`src/hw/cpu_pkg.sv`:
```
// shared word, register and opcode types plus memory sizes for the 16-bit pipelined cpu
`default_nettype none

package cpu_pkg;

    localparam int word_w      = 16;
    localparam int reg_w       = 4;
    localparam int reg_count   = 16;
    localparam int dmem_depth  = 256;
    localparam int dmem_addr_w = $clog2(dmem_depth);

    typedef logic [word_w-1:0] word_t;
    typedef logic [reg_w-1:0]  reg_idx_t;

    // opcode lives in instr[15:12]; codes 14 and 15 fall through as no-op
    typedef enum logic [3:0] {
        op_add  = 4'd0,
        op_sub  = 4'd1,
        op_and  = 4'd2,
        op_or   = 4'd3,
        op_xor  = 4'd4,
        op_slt  = 4'd5,
        op_li   = 4'd6,
        op_lw   = 4'd7,
        op_sw   = 4'd8,
        op_bz   = 4'd9,
        op_jmp  = 4'd10,
        op_in   = 4'd11,
        op_out  = 4'd12,
        op_halt = 4'd13
    } opcode_e;

    typedef enum logic [2:0] {
        alu_add,
        alu_sub,
        alu_and,
        alu_or,
        alu_xor,
        alu_slt,
        alu_pass_b
    } alu_op_e;

    // add r0,r0,r0
    localparam word_t nop_word = '0;

endpackage

`default_nettype wire

```
`src/hw/cpu_stage_ifs.sv`:
```
// pipeline link interfaces between fetch, decode, execute and memory/writeback
`timescale 1ns/100ps
`default_nettype none

interface fetch_decode_if;
    logic           valid;
    cpu_pkg::word_t pc;
    cpu_pkg::word_t instr;
    logic           flush;
    cpu_pkg::word_t redirect_pc;
    logic           freeze;

    modport source (output valid, pc, instr, input flush, redirect_pc, freeze);
    modport sink   (input valid, pc, instr, freeze);
endinterface

interface decode_execute_if;
    logic               valid;
    cpu_pkg::word_t     pc;
    cpu_pkg::opcode_e   opcode;
    cpu_pkg::alu_op_e   alu_op;
    cpu_pkg::reg_idx_t  rd;
    cpu_pkg::reg_idx_t  rs1;
    cpu_pkg::reg_idx_t  rs2;
    cpu_pkg::word_t     op_a;
    cpu_pkg::word_t     op_b;
    cpu_pkg::word_t     imm;
    logic               writes_reg;
    logic               is_load;
    logic               is_store;
    logic               is_branch;
    logic               is_jump;
    logic               is_out;
    logic               is_in;
    logic               is_halt;
    logic               flush;

    modport source (
        output valid, pc, opcode, alu_op, rd, rs1, rs2, op_a, op_b, imm,
        output writes_reg, is_load, is_store, is_branch, is_jump, is_out, is_in, is_halt,
        input  flush
    );
    modport sink (
        input  valid, pc, opcode, alu_op, rd, rs1, rs2, op_a, op_b, imm,
        input  writes_reg, is_load, is_store, is_branch, is_jump, is_out, is_in, is_halt,
        output flush
    );
endinterface

interface execute_mem_if;
    logic              valid;
    cpu_pkg::word_t    pc;
    cpu_pkg::word_t    alu_result;
    cpu_pkg::word_t    store_data;
    cpu_pkg::reg_idx_t rd;
    logic              writes_reg;
    logic              is_load;
    logic              is_store;
    logic              is_out;
    logic              is_in;
    logic              is_halt;
    // writeback bundle and halt freeze flow back from memory/writeback
    logic              wb_en;
    cpu_pkg::reg_idx_t wb_rd;
    cpu_pkg::word_t    wb_data;
    logic              freeze;

    modport source (
        output valid, pc, alu_result, store_data, rd,
        output writes_reg, is_load, is_store, is_out, is_in, is_halt,
        input  wb_en, wb_rd, wb_data, freeze
    );
    modport sink (
        input  valid, pc, alu_result, store_data, rd,
        input  writes_reg, is_load, is_store, is_out, is_in, is_halt,
        output wb_en, wb_rd, wb_data, freeze
    );
endinterface

`default_nettype wire

```
`src/hw/cpu_fetch.sv`:
```
// fetch stage: program counter, instruction request and the fetch/decode register
`timescale 1ns/100ps
`default_nettype none

module cpu_fetch (
    input  logic           clock,
    input  logic           rst_n,
    output cpu_pkg::word_t imem_addr,
    input  cpu_pkg::word_t imem_data,
    fetch_decode_if.source fd
);

    cpu_pkg::word_t pc;

    // instruction port answers in the same cycle
    assign imem_addr = pc;

    always_ff @(posedge clock) begin
        if (!rst_n) begin
            pc       <= '0;
            fd.valid <= 1'b0;
        end else if (!fd.freeze) begin
            if (fd.flush) begin
                pc       <= fd.redirect_pc;
                fd.valid <= 1'b0;
            end else begin
                pc       <= pc + cpu_pkg::word_t'(1);
                fd.valid <= 1'b1;
            end
        end
    end

    // squashed fetch turns into a bubble
    always_ff @(posedge clock) begin
        if (!fd.freeze) begin
            fd.pc    <= pc;
            fd.instr <= fd.flush ? cpu_pkg::nop_word : imem_data;
        end
    end

endmodule

`default_nettype wire

```
`src/hw/cpu_decode.sv`:
```
// decode stage: field split, control flags, register file and decode/execute register
`timescale 1ns/100ps
`default_nettype none

module cpu_decode (
    input  logic              clock,
    input  logic              rst_n,
    fetch_decode_if.sink      fd,
    decode_execute_if.source  de,
    input  logic              wb_en,
    input  cpu_pkg::reg_idx_t wb_rd,
    input  cpu_pkg::word_t    wb_data
);

    cpu_pkg::word_t    regs [cpu_pkg::reg_count];
    cpu_pkg::opcode_e  opcode;
    cpu_pkg::alu_op_e  alu_op;
    cpu_pkg::reg_idx_t rd;
    cpu_pkg::reg_idx_t rs1;
    cpu_pkg::reg_idx_t rs2;
    cpu_pkg::word_t    imm;
    logic              writes_reg;
    logic              is_load;
    logic              is_store;
    logic              is_branch;
    logic              is_jump;
    logic              is_out;
    logic              is_in;
    logic              is_halt;

    // r0 reads zero, a same-cycle writeback passes straight through
    function automatic cpu_pkg::word_t read_reg(cpu_pkg::reg_idx_t idx);
        if (idx == '0) begin
            return '0;
        end else if (wb_en && wb_rd == idx) begin
            return wb_data;
        end
        return regs[idx];
    endfunction

    assign opcode = cpu_pkg::opcode_e'(fd.instr[15:12]);
    assign rd     = fd.instr[11:8];
    // bz tests the register in the rd field
    assign rs1 = (opcode == cpu_pkg::op_bz) ? fd.instr[11:8] : fd.instr[7:4];
    // sw and out take their data register from the rd field
    assign rs2 = (opcode == cpu_pkg::op_sw || opcode == cpu_pkg::op_out) ?
                 fd.instr[11:8] : fd.instr[3:0];

    always_comb begin
        alu_op     = cpu_pkg::alu_add;
        imm        = {{8{fd.instr[7]}}, fd.instr[7:0]};
        writes_reg = 1'b0;
        is_load    = 1'b0;
        is_store   = 1'b0;
        is_branch  = 1'b0;
        is_jump    = 1'b0;
        is_out     = 1'b0;
        is_in      = 1'b0;
        is_halt    = 1'b0;
        case (opcode)
            cpu_pkg::op_add: writes_reg = 1'b1;
            cpu_pkg::op_sub: begin
                alu_op     = cpu_pkg::alu_sub;
                writes_reg = 1'b1;
            end
            cpu_pkg::op_and: begin
                alu_op     = cpu_pkg::alu_and;
                writes_reg = 1'b1;
            end
            cpu_pkg::op_or: begin
                alu_op     = cpu_pkg::alu_or;
                writes_reg = 1'b1;
            end
            cpu_pkg::op_xor: begin
                alu_op     = cpu_pkg::alu_xor;
                writes_reg = 1'b1;
            end
            cpu_pkg::op_slt: begin
                alu_op     = cpu_pkg::alu_slt;
                writes_reg = 1'b1;
            end
            cpu_pkg::op_li: begin
                alu_op     = cpu_pkg::alu_pass_b;
                writes_reg = 1'b1;
            end
            // unsigned 4-bit offset for memory access
            cpu_pkg::op_lw: begin
                imm        = {12'b0, fd.instr[3:0]};
                writes_reg = 1'b1;
                is_load    = 1'b1;
            end
            cpu_pkg::op_sw: begin
                imm      = {12'b0, fd.instr[3:0]};
                is_store = 1'b1;
            end
            cpu_pkg::op_bz:  is_branch = 1'b1;
            cpu_pkg::op_jmp: is_jump = 1'b1;
            cpu_pkg::op_in: begin
                alu_op     = cpu_pkg::alu_pass_b;
                writes_reg = 1'b1;
                is_in      = 1'b1;
            end
            cpu_pkg::op_out: begin
                alu_op = cpu_pkg::alu_pass_b;
                is_out = 1'b1;
            end
            cpu_pkg::op_halt: is_halt = 1'b1;
            default: ;
        endcase
    end

    always_ff @(posedge clock) begin
        if (!rst_n) begin
            for (int i = 0; i < cpu_pkg::reg_count; i++) begin
                regs[i] <= '0;
            end
        end else if (wb_en && wb_rd != '0) begin
            regs[wb_rd] <= wb_data;
        end
    end

    always_ff @(posedge clock) begin
        if (!rst_n) begin
            de.valid <= 1'b0;
        end else if (!fd.freeze) begin
            de.valid <= fd.valid && !de.flush;
        end
    end

    always_ff @(posedge clock) begin
        if (!fd.freeze) begin
            de.pc         <= fd.pc;
            de.opcode     <= opcode;
            de.alu_op     <= alu_op;
            de.rd         <= rd;
            de.rs1        <= rs1;
            de.rs2        <= rs2;
            de.op_a       <= read_reg(rs1);
            de.op_b       <= read_reg(rs2);
            de.imm        <= imm;
            de.writes_reg <= writes_reg;
            de.is_load    <= is_load;
            de.is_store   <= is_store;
            de.is_branch  <= is_branch;
            de.is_jump    <= is_jump;
            de.is_out     <= is_out;
            de.is_in      <= is_in;
            de.is_halt    <= is_halt;
        end
    end

endmodule

`default_nettype wire

```
`src/hw/cpu_execute.sv`:
```
// execute stage: forwarding, ALU, branch resolution and the execute/memory register
`timescale 1ns/100ps
`default_nettype none

module cpu_execute (
    input  logic            clock,
    input  logic            rst_n,
    decode_execute_if.sink  de,
    execute_mem_if.source   em,
    output logic            fd_flush,
    output cpu_pkg::word_t  redirect_pc
);

    cpu_pkg::word_t fwd_a;
    cpu_pkg::word_t fwd_b;
    cpu_pkg::word_t alu_b;
    cpu_pkg::word_t alu_result;
    logic           fwd_hit_a;
    logic           fwd_hit_b;
    logic           taken;

    // memory/writeback result overrides a stale operand, load data included
    assign fwd_hit_a = em.wb_en && em.wb_rd != '0 && em.wb_rd == de.rs1;
    assign fwd_hit_b = em.wb_en && em.wb_rd != '0 && em.wb_rd == de.rs2;
    assign fwd_a     = fwd_hit_a ? em.wb_data : de.op_a;
    assign fwd_b     = fwd_hit_b ? em.wb_data : de.op_b;

    assign alu_b = (de.is_load || de.is_store || de.opcode == cpu_pkg::op_li) ?
                   de.imm : fwd_b;

    always_comb begin
        case (de.alu_op)
            cpu_pkg::alu_sub:    alu_result = fwd_a - alu_b;
            cpu_pkg::alu_and:    alu_result = fwd_a & alu_b;
            cpu_pkg::alu_or:     alu_result = fwd_a | alu_b;
            cpu_pkg::alu_xor:    alu_result = fwd_a ^ alu_b;
            cpu_pkg::alu_slt:    alu_result = cpu_pkg::word_t'($signed(fwd_a) < $signed(alu_b));
            cpu_pkg::alu_pass_b: alu_result = alu_b;
            default:             alu_result = fwd_a + alu_b;
        endcase
    end

    // taken branch kills the two younger instructions
    assign taken       = de.valid && (de.is_jump || (de.is_branch && fwd_a == '0));
    assign redirect_pc = de.pc + de.imm;
    assign fd_flush    = taken;
    assign de.flush    = taken;

    always_ff @(posedge clock) begin
        if (!rst_n) begin
            em.valid <= 1'b0;
        end else if (!em.freeze) begin
            em.valid <= de.valid;
        end
    end

    always_ff @(posedge clock) begin
        if (!em.freeze) begin
            em.pc         <= de.pc;
            em.alu_result <= alu_result;
            em.store_data <= fwd_b;
            em.rd         <= de.rd;
            em.writes_reg <= de.writes_reg;
            em.is_load    <= de.is_load;
            em.is_store   <= de.is_store;
            em.is_out     <= de.is_out;
            em.is_in      <= de.is_in;
            em.is_halt    <= de.is_halt;
        end
    end

endmodule

`default_nettype wire

```
`src/hw/cpu_mem_wb.sv`:
```
// memory/writeback stage: data memory, io port, halt capture and register writeback
`timescale 1ns/100ps
`default_nettype none

module cpu_mem_wb (
    input  logic           clock,
    input  logic           rst_n,
    execute_mem_if.sink    em,
    input  cpu_pkg::word_t io_in,
    output cpu_pkg::word_t io_out,
    output logic           io_out_valid,
    output logic           halted,
    output cpu_pkg::word_t halt_pc
);

    cpu_pkg::word_t                  dmem [cpu_pkg::dmem_depth];
    logic [cpu_pkg::dmem_addr_w-1:0] dmem_addr;
    cpu_pkg::word_t                  load_data;
    cpu_pkg::word_t                  out_reg;
    logic                            commit;

    // nothing commits once the halt has landed
    assign commit    = em.valid && !halted;
    assign dmem_addr = em.alu_result[cpu_pkg::dmem_addr_w-1:0];
    assign load_data = dmem[dmem_addr];

    always_ff @(posedge clock) begin
        if (commit && em.is_store) begin
            dmem[dmem_addr] <= em.store_data;
        end
    end

    assign em.wb_en   = commit && em.writes_reg;
    assign em.wb_rd   = em.rd;
    assign em.wb_data = em.is_load ? load_data : (em.is_in ? io_in : em.alu_result);
    assign em.freeze  = halted;

    // value shows in the commit cycle and is held afterwards
    assign io_out_valid = commit && em.is_out;
    assign io_out       = io_out_valid ? em.alu_result : out_reg;

    always_ff @(posedge clock) begin
        if (io_out_valid) begin
            out_reg <= em.alu_result;
        end
    end

    always_ff @(posedge clock) begin
        if (!rst_n) begin
            halted  <= 1'b0;
            halt_pc <= '0;
        end else if (commit && em.is_halt) begin
            halted  <= 1'b1;
            halt_pc <= em.pc;
        end
    end

endmodule

`default_nettype wire

```
`src/hw/cpu_top.sv`:
```
// top level of the pipelined cpu, joins the four stages behind plain external ports
`timescale 1ns/100ps
`default_nettype none

module cpu_top (
    input  logic           clock,
    input  logic           rst_n,
    output cpu_pkg::word_t imem_addr,
    input  cpu_pkg::word_t imem_data,
    input  cpu_pkg::word_t io_in,
    output cpu_pkg::word_t io_out,
    output logic           io_out_valid,
    output logic           halted,
    output cpu_pkg::word_t halt_pc
);

    fetch_decode_if   fd_if ();
    decode_execute_if de_if ();
    execute_mem_if    em_if ();

    logic              fd_flush;
    cpu_pkg::word_t    redirect_pc;
    logic              wb_en;
    cpu_pkg::reg_idx_t wb_rd;
    cpu_pkg::word_t    wb_data;

    // redirect from execute and freeze from memory/writeback go back to fetch
    assign fd_if.flush       = fd_flush;
    assign fd_if.redirect_pc = redirect_pc;
    assign fd_if.freeze      = em_if.freeze;

    // writeback bundle for the register file
    assign wb_en   = em_if.wb_en;
    assign wb_rd   = em_if.wb_rd;
    assign wb_data = em_if.wb_data;

    cpu_fetch fetch_inst (
        .clock     (clock),
        .rst_n     (rst_n),
        .imem_addr (imem_addr),
        .imem_data (imem_data),
        .fd        (fd_if.source)
    );

    cpu_decode decode_inst (
        .clock   (clock),
        .rst_n   (rst_n),
        .fd      (fd_if.sink),
        .de      (de_if.source),
        .wb_en   (wb_en),
        .wb_rd   (wb_rd),
        .wb_data (wb_data)
    );

    cpu_execute execute_inst (
        .clock       (clock),
        .rst_n       (rst_n),
        .de          (de_if.sink),
        .em          (em_if.source),
        .fd_flush    (fd_flush),
        .redirect_pc (redirect_pc)
    );

    cpu_mem_wb mem_wb_inst (
        .clock        (clock),
        .rst_n        (rst_n),
        .em           (em_if.sink),
        .io_in        (io_in),
        .io_out       (io_out),
        .io_out_valid (io_out_valid),
        .halted       (halted),
        .halt_pc      (halt_pc)
    );

endmodule

`default_nettype wire

```
`config.mk`:
```
export PLATFORM = sky130hd
export DESIGN_NAME = cpu_top
export DESIGN_NICKNAME = d
export VERILOG_FILES = /design/src/hw/cpu_pkg.sv /design/src/hw/cpu_stage_ifs.sv /design/src/hw/cpu_fetch.sv /design/src/hw/cpu_decode.sv /design/src/hw/cpu_execute.sv /design/src/hw/cpu_mem_wb.sv /design/src/hw/cpu_top.sv
export SDC_FILE = /design/constraint.sdc
export NUM_CORES = 2
export LEC_CHECK = 0
export ABC_AREA = 0
export BUFFER_PORTS_ARGS = -buffer_cell sky130_fd_sc_hd__clkbuf_2
export CAP_MARGIN = 20
export CORE_ASPECT_RATIO = 1.4
export CORE_MARGIN = 2
export CORE_UTILIZATION = 57
export DETAILED_ROUTE_END_ITERATION = 10
export GPL_TIMING_DRIVEN = 1
export PLACE_DENSITY = 0.74
export SETUP_SLACK_MARGIN = 0.2
export SYNTH_ARGS = -nofsm -noshare
export SYNTH_HDL_FRONTEND = slang
export SYNTH_HIERARCHICAL = 1
export SYNTH_MEMORY_MAX_BITS = 65536
export SYNTH_SLANG_ARGS = --single-unit
```
`constraint.sdc`:
```
create_clock -name clock -period 5.9 [get_ports clock]
set_input_delay 0.885 -clock clock [delete_from_list [all_inputs] [get_ports clock]]
set_output_delay 0.885 -clock clock [all_outputs]
set_load 0.05 [all_outputs]
```
==> run summary <==
- instance count of the mapped netlist: 9,535
- count of warnings emitted by yosys: 6
- depth of the worst register-to-register path: 21
- Final setup viols: 0
- P_leak: 70.4 nW
- final core utilization: 65.4%
- Boundary Pins: 84
- switching fraction of total power: 29.7%
- Initial Util: 57.1%
- hold wc startpoint: imem_data[1]
- area growth from synthesis to layout: 14.4%
- capture endpoint of the worst hold path: fetch_inst/fd.instr[1]
- cell family contributing the most delay on the critical path: compound AO/OA/AOI/OAI gates
- post-route clock period utilization: 98.1%
- average size of a mapped cell: 19.5 um^2
- area of the placeable core: 325,000 um^2
- type of the worst setup path: reg -> reg
- slowest cell delay on critical path: 520 ps
- maximum number of pins on one net before global-route repair: 257
- P_int: 62.4 mW
- cells along the critical path: buf_12 -> buf_12 -> buf_12 -> mux4_2 -> mux4_2 -> a211oi_2 -> buf_4 -> nand2_2 -> o211ai_1 -> buf_4 -> nor3_2 -> buf_4 -> mux2_2 -> ha_4 -> nor2_2 -> and3_1 -> o211ai_1 -> nand3_1 -> o31ai_2 -> a221oi_1 -> o221ai_1
- endpoint kind of the worst setup timing path: flip-flop
- number of global-route vias before repair: 101,000
- maximum ir drop on the vdd rail: 0.324 mV
- count of distinct cell types in the synthesized netlist: 115
- Die Ht: 679 um
- wire length of the first global-routing pass: 724,000 um
- Min-Delay Path Class: in -> reg
- Crit Reg-Reg Endpoint: execute_inst/em.alu_result[12]
- final setup skew: 77.4 ps
- worst path buffer plus inverter count: 6
- Port-buffer cells: 83
- maximum level of the CTS H-tree: 5
- power consumption: 88.9 mW
- switching power of the nets: 26.4 mW
- root buffer cell: sky130_fd_sc_hd__clkbuf_16
- setup tns final: 0 ps
- Post-Synthesis Cell Area: 186,000 um^2
- arrival time reported for the critical path endpoint: 6410 ps
- number of slew-limit violations in the final report: 25
- biggest fanout along the worst timing path: 41
- critical path data required time: 6530 ps
- number of maximum-capacitance violations: 0
- remaining global-route overflow: 0
- CTS tree: built
- number of non-filler instances in the completed layout: 15,000
- post-detail-place hpwl: 307,000 um
- violations in the final reports: max-slew violations
- Fillers: 20,800
- number of storage elements in the synthesis netlist: 4,577
- sequential share of power: 42.6%
- first-iteration detailed-routing DRC count: 13,900
- EDFF count, synth: 4,525
- post-detailed-route wirelength per cell: 34.3 um
- part of the power in combinational logic: 26.3%
- fraction of final layout cells with drive strength greater than 1: 27.9%
- clock network fraction of design power: 31.1%
- max FFs per register: 4,096
- global-route total usage across every layer: 30.5%
- Setup crit start kind: flip-flop
- clock insertion delay at the later pin of the skew report: 980 ps
- PwrDens: 418 nW/um^2
- final instance area: 213,000 um^2
- number of vias per cell after detailed routing: 6.70
- detailed-route wire length: 514,000 um
- post-layout net count: 10,500
- largest register by flop count: mem_wb_inst/dmem
- fraction of synthesis flops using an asynchronous set or reset pin: 0%
- clock period minus final worst setup slack: 5790 ps
- detailed-routing iteration count for the pre-antenna-repair pass: 8
- Bufs on Longest Clock Path: 4
- Max Clk Rate: 173 MHz
- most frequently used flop master after synthesis: sky130_fd_sc_hd__edfxtp_1
- worst rel slew slack: -1.54%
- clock input transition at the sequential cells of the worst setup and hold paths: 70 ps
- RD Place Congestion: 0.948
- instance count after placement with tap cells included: 14,100
- r2r setup slk: 110 ps
- Die Outline Area: 331,000 um^2
- run status: finished, violations left
- Slew @ Worst Pin: 1520 ps
- post-cts hold buffer count: 0
- detailed-route DRC error count: 0
- registers with the most flip-flops: mem_wb_inst/dmem (4096), decode_inst/regs (256)
- initial antenna violation count: 12
- highest-count cells in the layout ignoring fill and taps: sky130_fd_sc_hd__edfxtp_1 (4,525), sky130_fd_sc_hd__mux4_2 (988), sky130_fd_sc_hd__buf_4 (762)
- startpoint of the worst-slack reg-to-reg timing path: execute_inst/em.alu_result[1]
- clk sinks: 4,577
- Critical-path top delay cell: sky130_fd_sc_hd__mux4_2
- total number of vias: 101,000
- x dimension of the die: 486 um
- count of cells along the worst hold path: 2
- clock buffer count from CTS: 417
- Final ANT Viol Nets: 0
- most common cell after layout, fill and taps aside: sky130_fd_sc_hd__edfxtp_1
- setup repair after global routing missed its margin: true
- total count of hold-check failures in the final report: 0
- total cell area at the placement stage: 195,000 um^2
- proportion of synthesized chip area in sequential cells: 73.7%
- number of standard-cell rows in the floorplan: 248
-- synth_stat cells, types with 8 or more instances --
| cell type | n | share of area [%] |
|---|---|---|
| sky130_fd_sc_hd__a211oi_1 | 25 | 0.10 |
| sky130_fd_sc_hd__a21boi_0 | 18 | 0.073 |
| sky130_fd_sc_hd__a21o_1 | 19 | 0.077 |
| sky130_fd_sc_hd__a21oi_1 | 304 | 0.82 |
| sky130_fd_sc_hd__a221oi_1 | 36 | 0.17 |
| sky130_fd_sc_hd__a22oi_1 | 221 | 0.89 |
| sky130_fd_sc_hd__a31oi_1 | 14 | 0.047 |
| sky130_fd_sc_hd__and2_1 | 273 | 0.92 |
| sky130_fd_sc_hd__and3_1 | 14 | 0.047 |
| sky130_fd_sc_hd__buf_1 | 47 | 0.095 |
| sky130_fd_sc_hd__buf_2 | 134 | 0.36 |
| sky130_fd_sc_hd__buf_4 | 68 | 0.27 |
| sky130_fd_sc_hd__buf_6 | 65 | 0.39 |
| sky130_fd_sc_hd__clkbuf_1 | 270 | 0.55 |
| sky130_fd_sc_hd__dfxtp_1 | 52 | 0.56 |
| sky130_fd_sc_hd__edfxtp_1 | 4525 | 73 |
| sky130_fd_sc_hd__ha_1 | 64 | 0.43 |
| sky130_fd_sc_hd__inv_1 | 85 | 0.17 |
| sky130_fd_sc_hd__inv_2 | 9 | 0.018 |
| sky130_fd_sc_hd__mux2_2 | 106 | 0.64 |
| sky130_fd_sc_hd__mux2i_1 | 621 | 3.3 |
| sky130_fd_sc_hd__mux4_1 | 11 | 0.16 |
| sky130_fd_sc_hd__mux4_2 | 988 | 12 |
| sky130_fd_sc_hd__nand2_1 | 321 | 0.65 |
| sky130_fd_sc_hd__nand2b_1 | 29 | 0.098 |
| sky130_fd_sc_hd__nand3_1 | 95 | 0.26 |
| sky130_fd_sc_hd__nand4_1 | 12 | 0.040 |
| sky130_fd_sc_hd__nor2_1 | 381 | 0.77 |
| sky130_fd_sc_hd__nor2b_1 | 35 | 0.12 |
| sky130_fd_sc_hd__nor3_1 | 41 | 0.11 |
| sky130_fd_sc_hd__nor3b_1 | 9 | 0.036 |
| sky130_fd_sc_hd__nor4_1 | 47 | 0.16 |
| sky130_fd_sc_hd__o2111a_1 | 15 | 0.091 |
| sky130_fd_sc_hd__o2111ai_1 | 19 | 0.090 |
| sky130_fd_sc_hd__o211ai_1 | 66 | 0.27 |
| sky130_fd_sc_hd__o21a_1 | 15 | 0.061 |
| sky130_fd_sc_hd__o21ai_0 | 131 | 0.35 |
| sky130_fd_sc_hd__o21ai_1 | 21 | 0.057 |
| sky130_fd_sc_hd__o221ai_1 | 13 | 0.061 |
| sky130_fd_sc_hd__o22ai_1 | 104 | 0.35 |
| sky130_fd_sc_hd__or4_1 | 8 | 0.032 |
| sky130_fd_sc_hd__xnor2_1 | 23 | 0.11 |
| sky130_fd_sc_hd__xor2_1 | 10 | 0.047 |
-- per-stage QoR --
| stage | hold slack (ps) | setup slack (ps) |
|---|---|---|
| after floorplan | 400 | 938 |
| after global placement | 401 | -559 |
| after detailed placement | 405 | -531 |
| final | 250 | 113 |
| after global routing | 264 | 52.7 |
| after CTS | 203 | 100 |
-- how the worst max path moves through the flow --
stage	from	to	slack (ps)	cells past startpoint
finish	execute_inst/em.alu_result[1]	execute_inst/em.alu_result[12]	110	21
global route	execute_inst/em.alu_result[0]	execute_inst/em.alu_result[12]	50	22
CTS	execute_inst/em.alu_result[0]	execute_inst/em.alu_result[0]	100	25
detailed placement	execute_inst/em.alu_result[0]	execute_inst/em.alu_result[0]	-530	21
global placement	execute_inst/em.alu_result[0]	execute_inst/em.alu_result[0]	-560	21
floorplan	execute_inst/em.alu_result[0]	execute_inst/em.alu_result[11]	940	24
-- worst register-to-register path, cell delays in order (launching register included) --
cell and delay, ps:
sky130_fd_sc_hd__edfxtp_1 430, sky130_fd_sc_hd__buf_12 230, sky130_fd_sc_hd__buf_12 240, sky130_fd_sc_hd__buf_12 300
sky130_fd_sc_hd__mux4_2 430, sky130_fd_sc_hd__mux4_2 530, sky130_fd_sc_hd__a211oi_2 260, sky130_fd_sc_hd__buf_4 190
sky130_fd_sc_hd__nand2_2 110, sky130_fd_sc_hd__o211ai_1 410, sky130_fd_sc_hd__buf_4 240, sky130_fd_sc_hd__nor3_2 40
sky130_fd_sc_hd__buf_4 150, sky130_fd_sc_hd__mux2_2 310, sky130_fd_sc_hd__ha_4 250, sky130_fd_sc_hd__nor2_2 140
sky130_fd_sc_hd__and3_1 250, sky130_fd_sc_hd__o211ai_1 160, sky130_fd_sc_hd__nand3_1 190, sky130_fd_sc_hd__o31ai_2 90
sky130_fd_sc_hd__a221oi_1 330, sky130_fd_sc_hd__o221ai_1 210
-- layout make-up --
cell class,count,area (um^2),area share (%)
Sequential cell,4577,137000,64.4
Clock buffer,495,10900,5.12
Clock inverter,272,2940,1.39
Multi-Input combinational cell,4280,46400,21.8
Antenna cell,4,10.0,0.00471
Inverter,100,383,0.180
Tap cell,4250,5320,2.50
Timing Repair Buffer,1024,9720,4.57
-- cells by family (layout without fill, tap and decap cells) --
| group | count (synthesis) | count (layout) | synth area share [%] |
|---|---|---|---|
| other cells | 1 | 20 | 0.00202 |
| fa+ha+maj | 67 | 67 | 0.463 |
| simple gates | 1315 | 1315 | 3.48 |
| compound gates | 1110 | 1110 | 4.01 |
| buf+inv | 693 | 1891 | 1.95 |
| flops | 4577 | 4577 | 73.7 |
| xor+xnor | 36 | 36 | 0.182 |
| mux | 1736 | 1736 | 16.2 |
-- power groups by stage --
stage               clock network, mW  logic [mW]  registers, mW
finish                           27.6        23.4           37.8
global route                     29.0        24.1           37.8
CTS                              27.8        22.1           37.8
detailed placement                  0        21.2           38.5
global placement                    0        20.8           38.5
floorplan                           0        12.2           39.5
-- per-layer routing --
metal / global-route usage (%) / routed length (um) / vias up
met1: 38.6 / 174000 / 52300
met5: 0 / 40 / -
met2: 51.0 / 257000 / 6243
met3: 5.07 / 49200 / 1276
met4: 15.9 / 33200 / 6
li1: - / - / 40800
-- timing repair --
item,in CTS,in global routing
setup endpoints to repair,46,45
pin swaps,18,69
endpoints found under the hold margin,0,0
resized for setup,119,183
buffers inserted,45,80
cloned,12,12
Power figures use the tool's default switching activity.
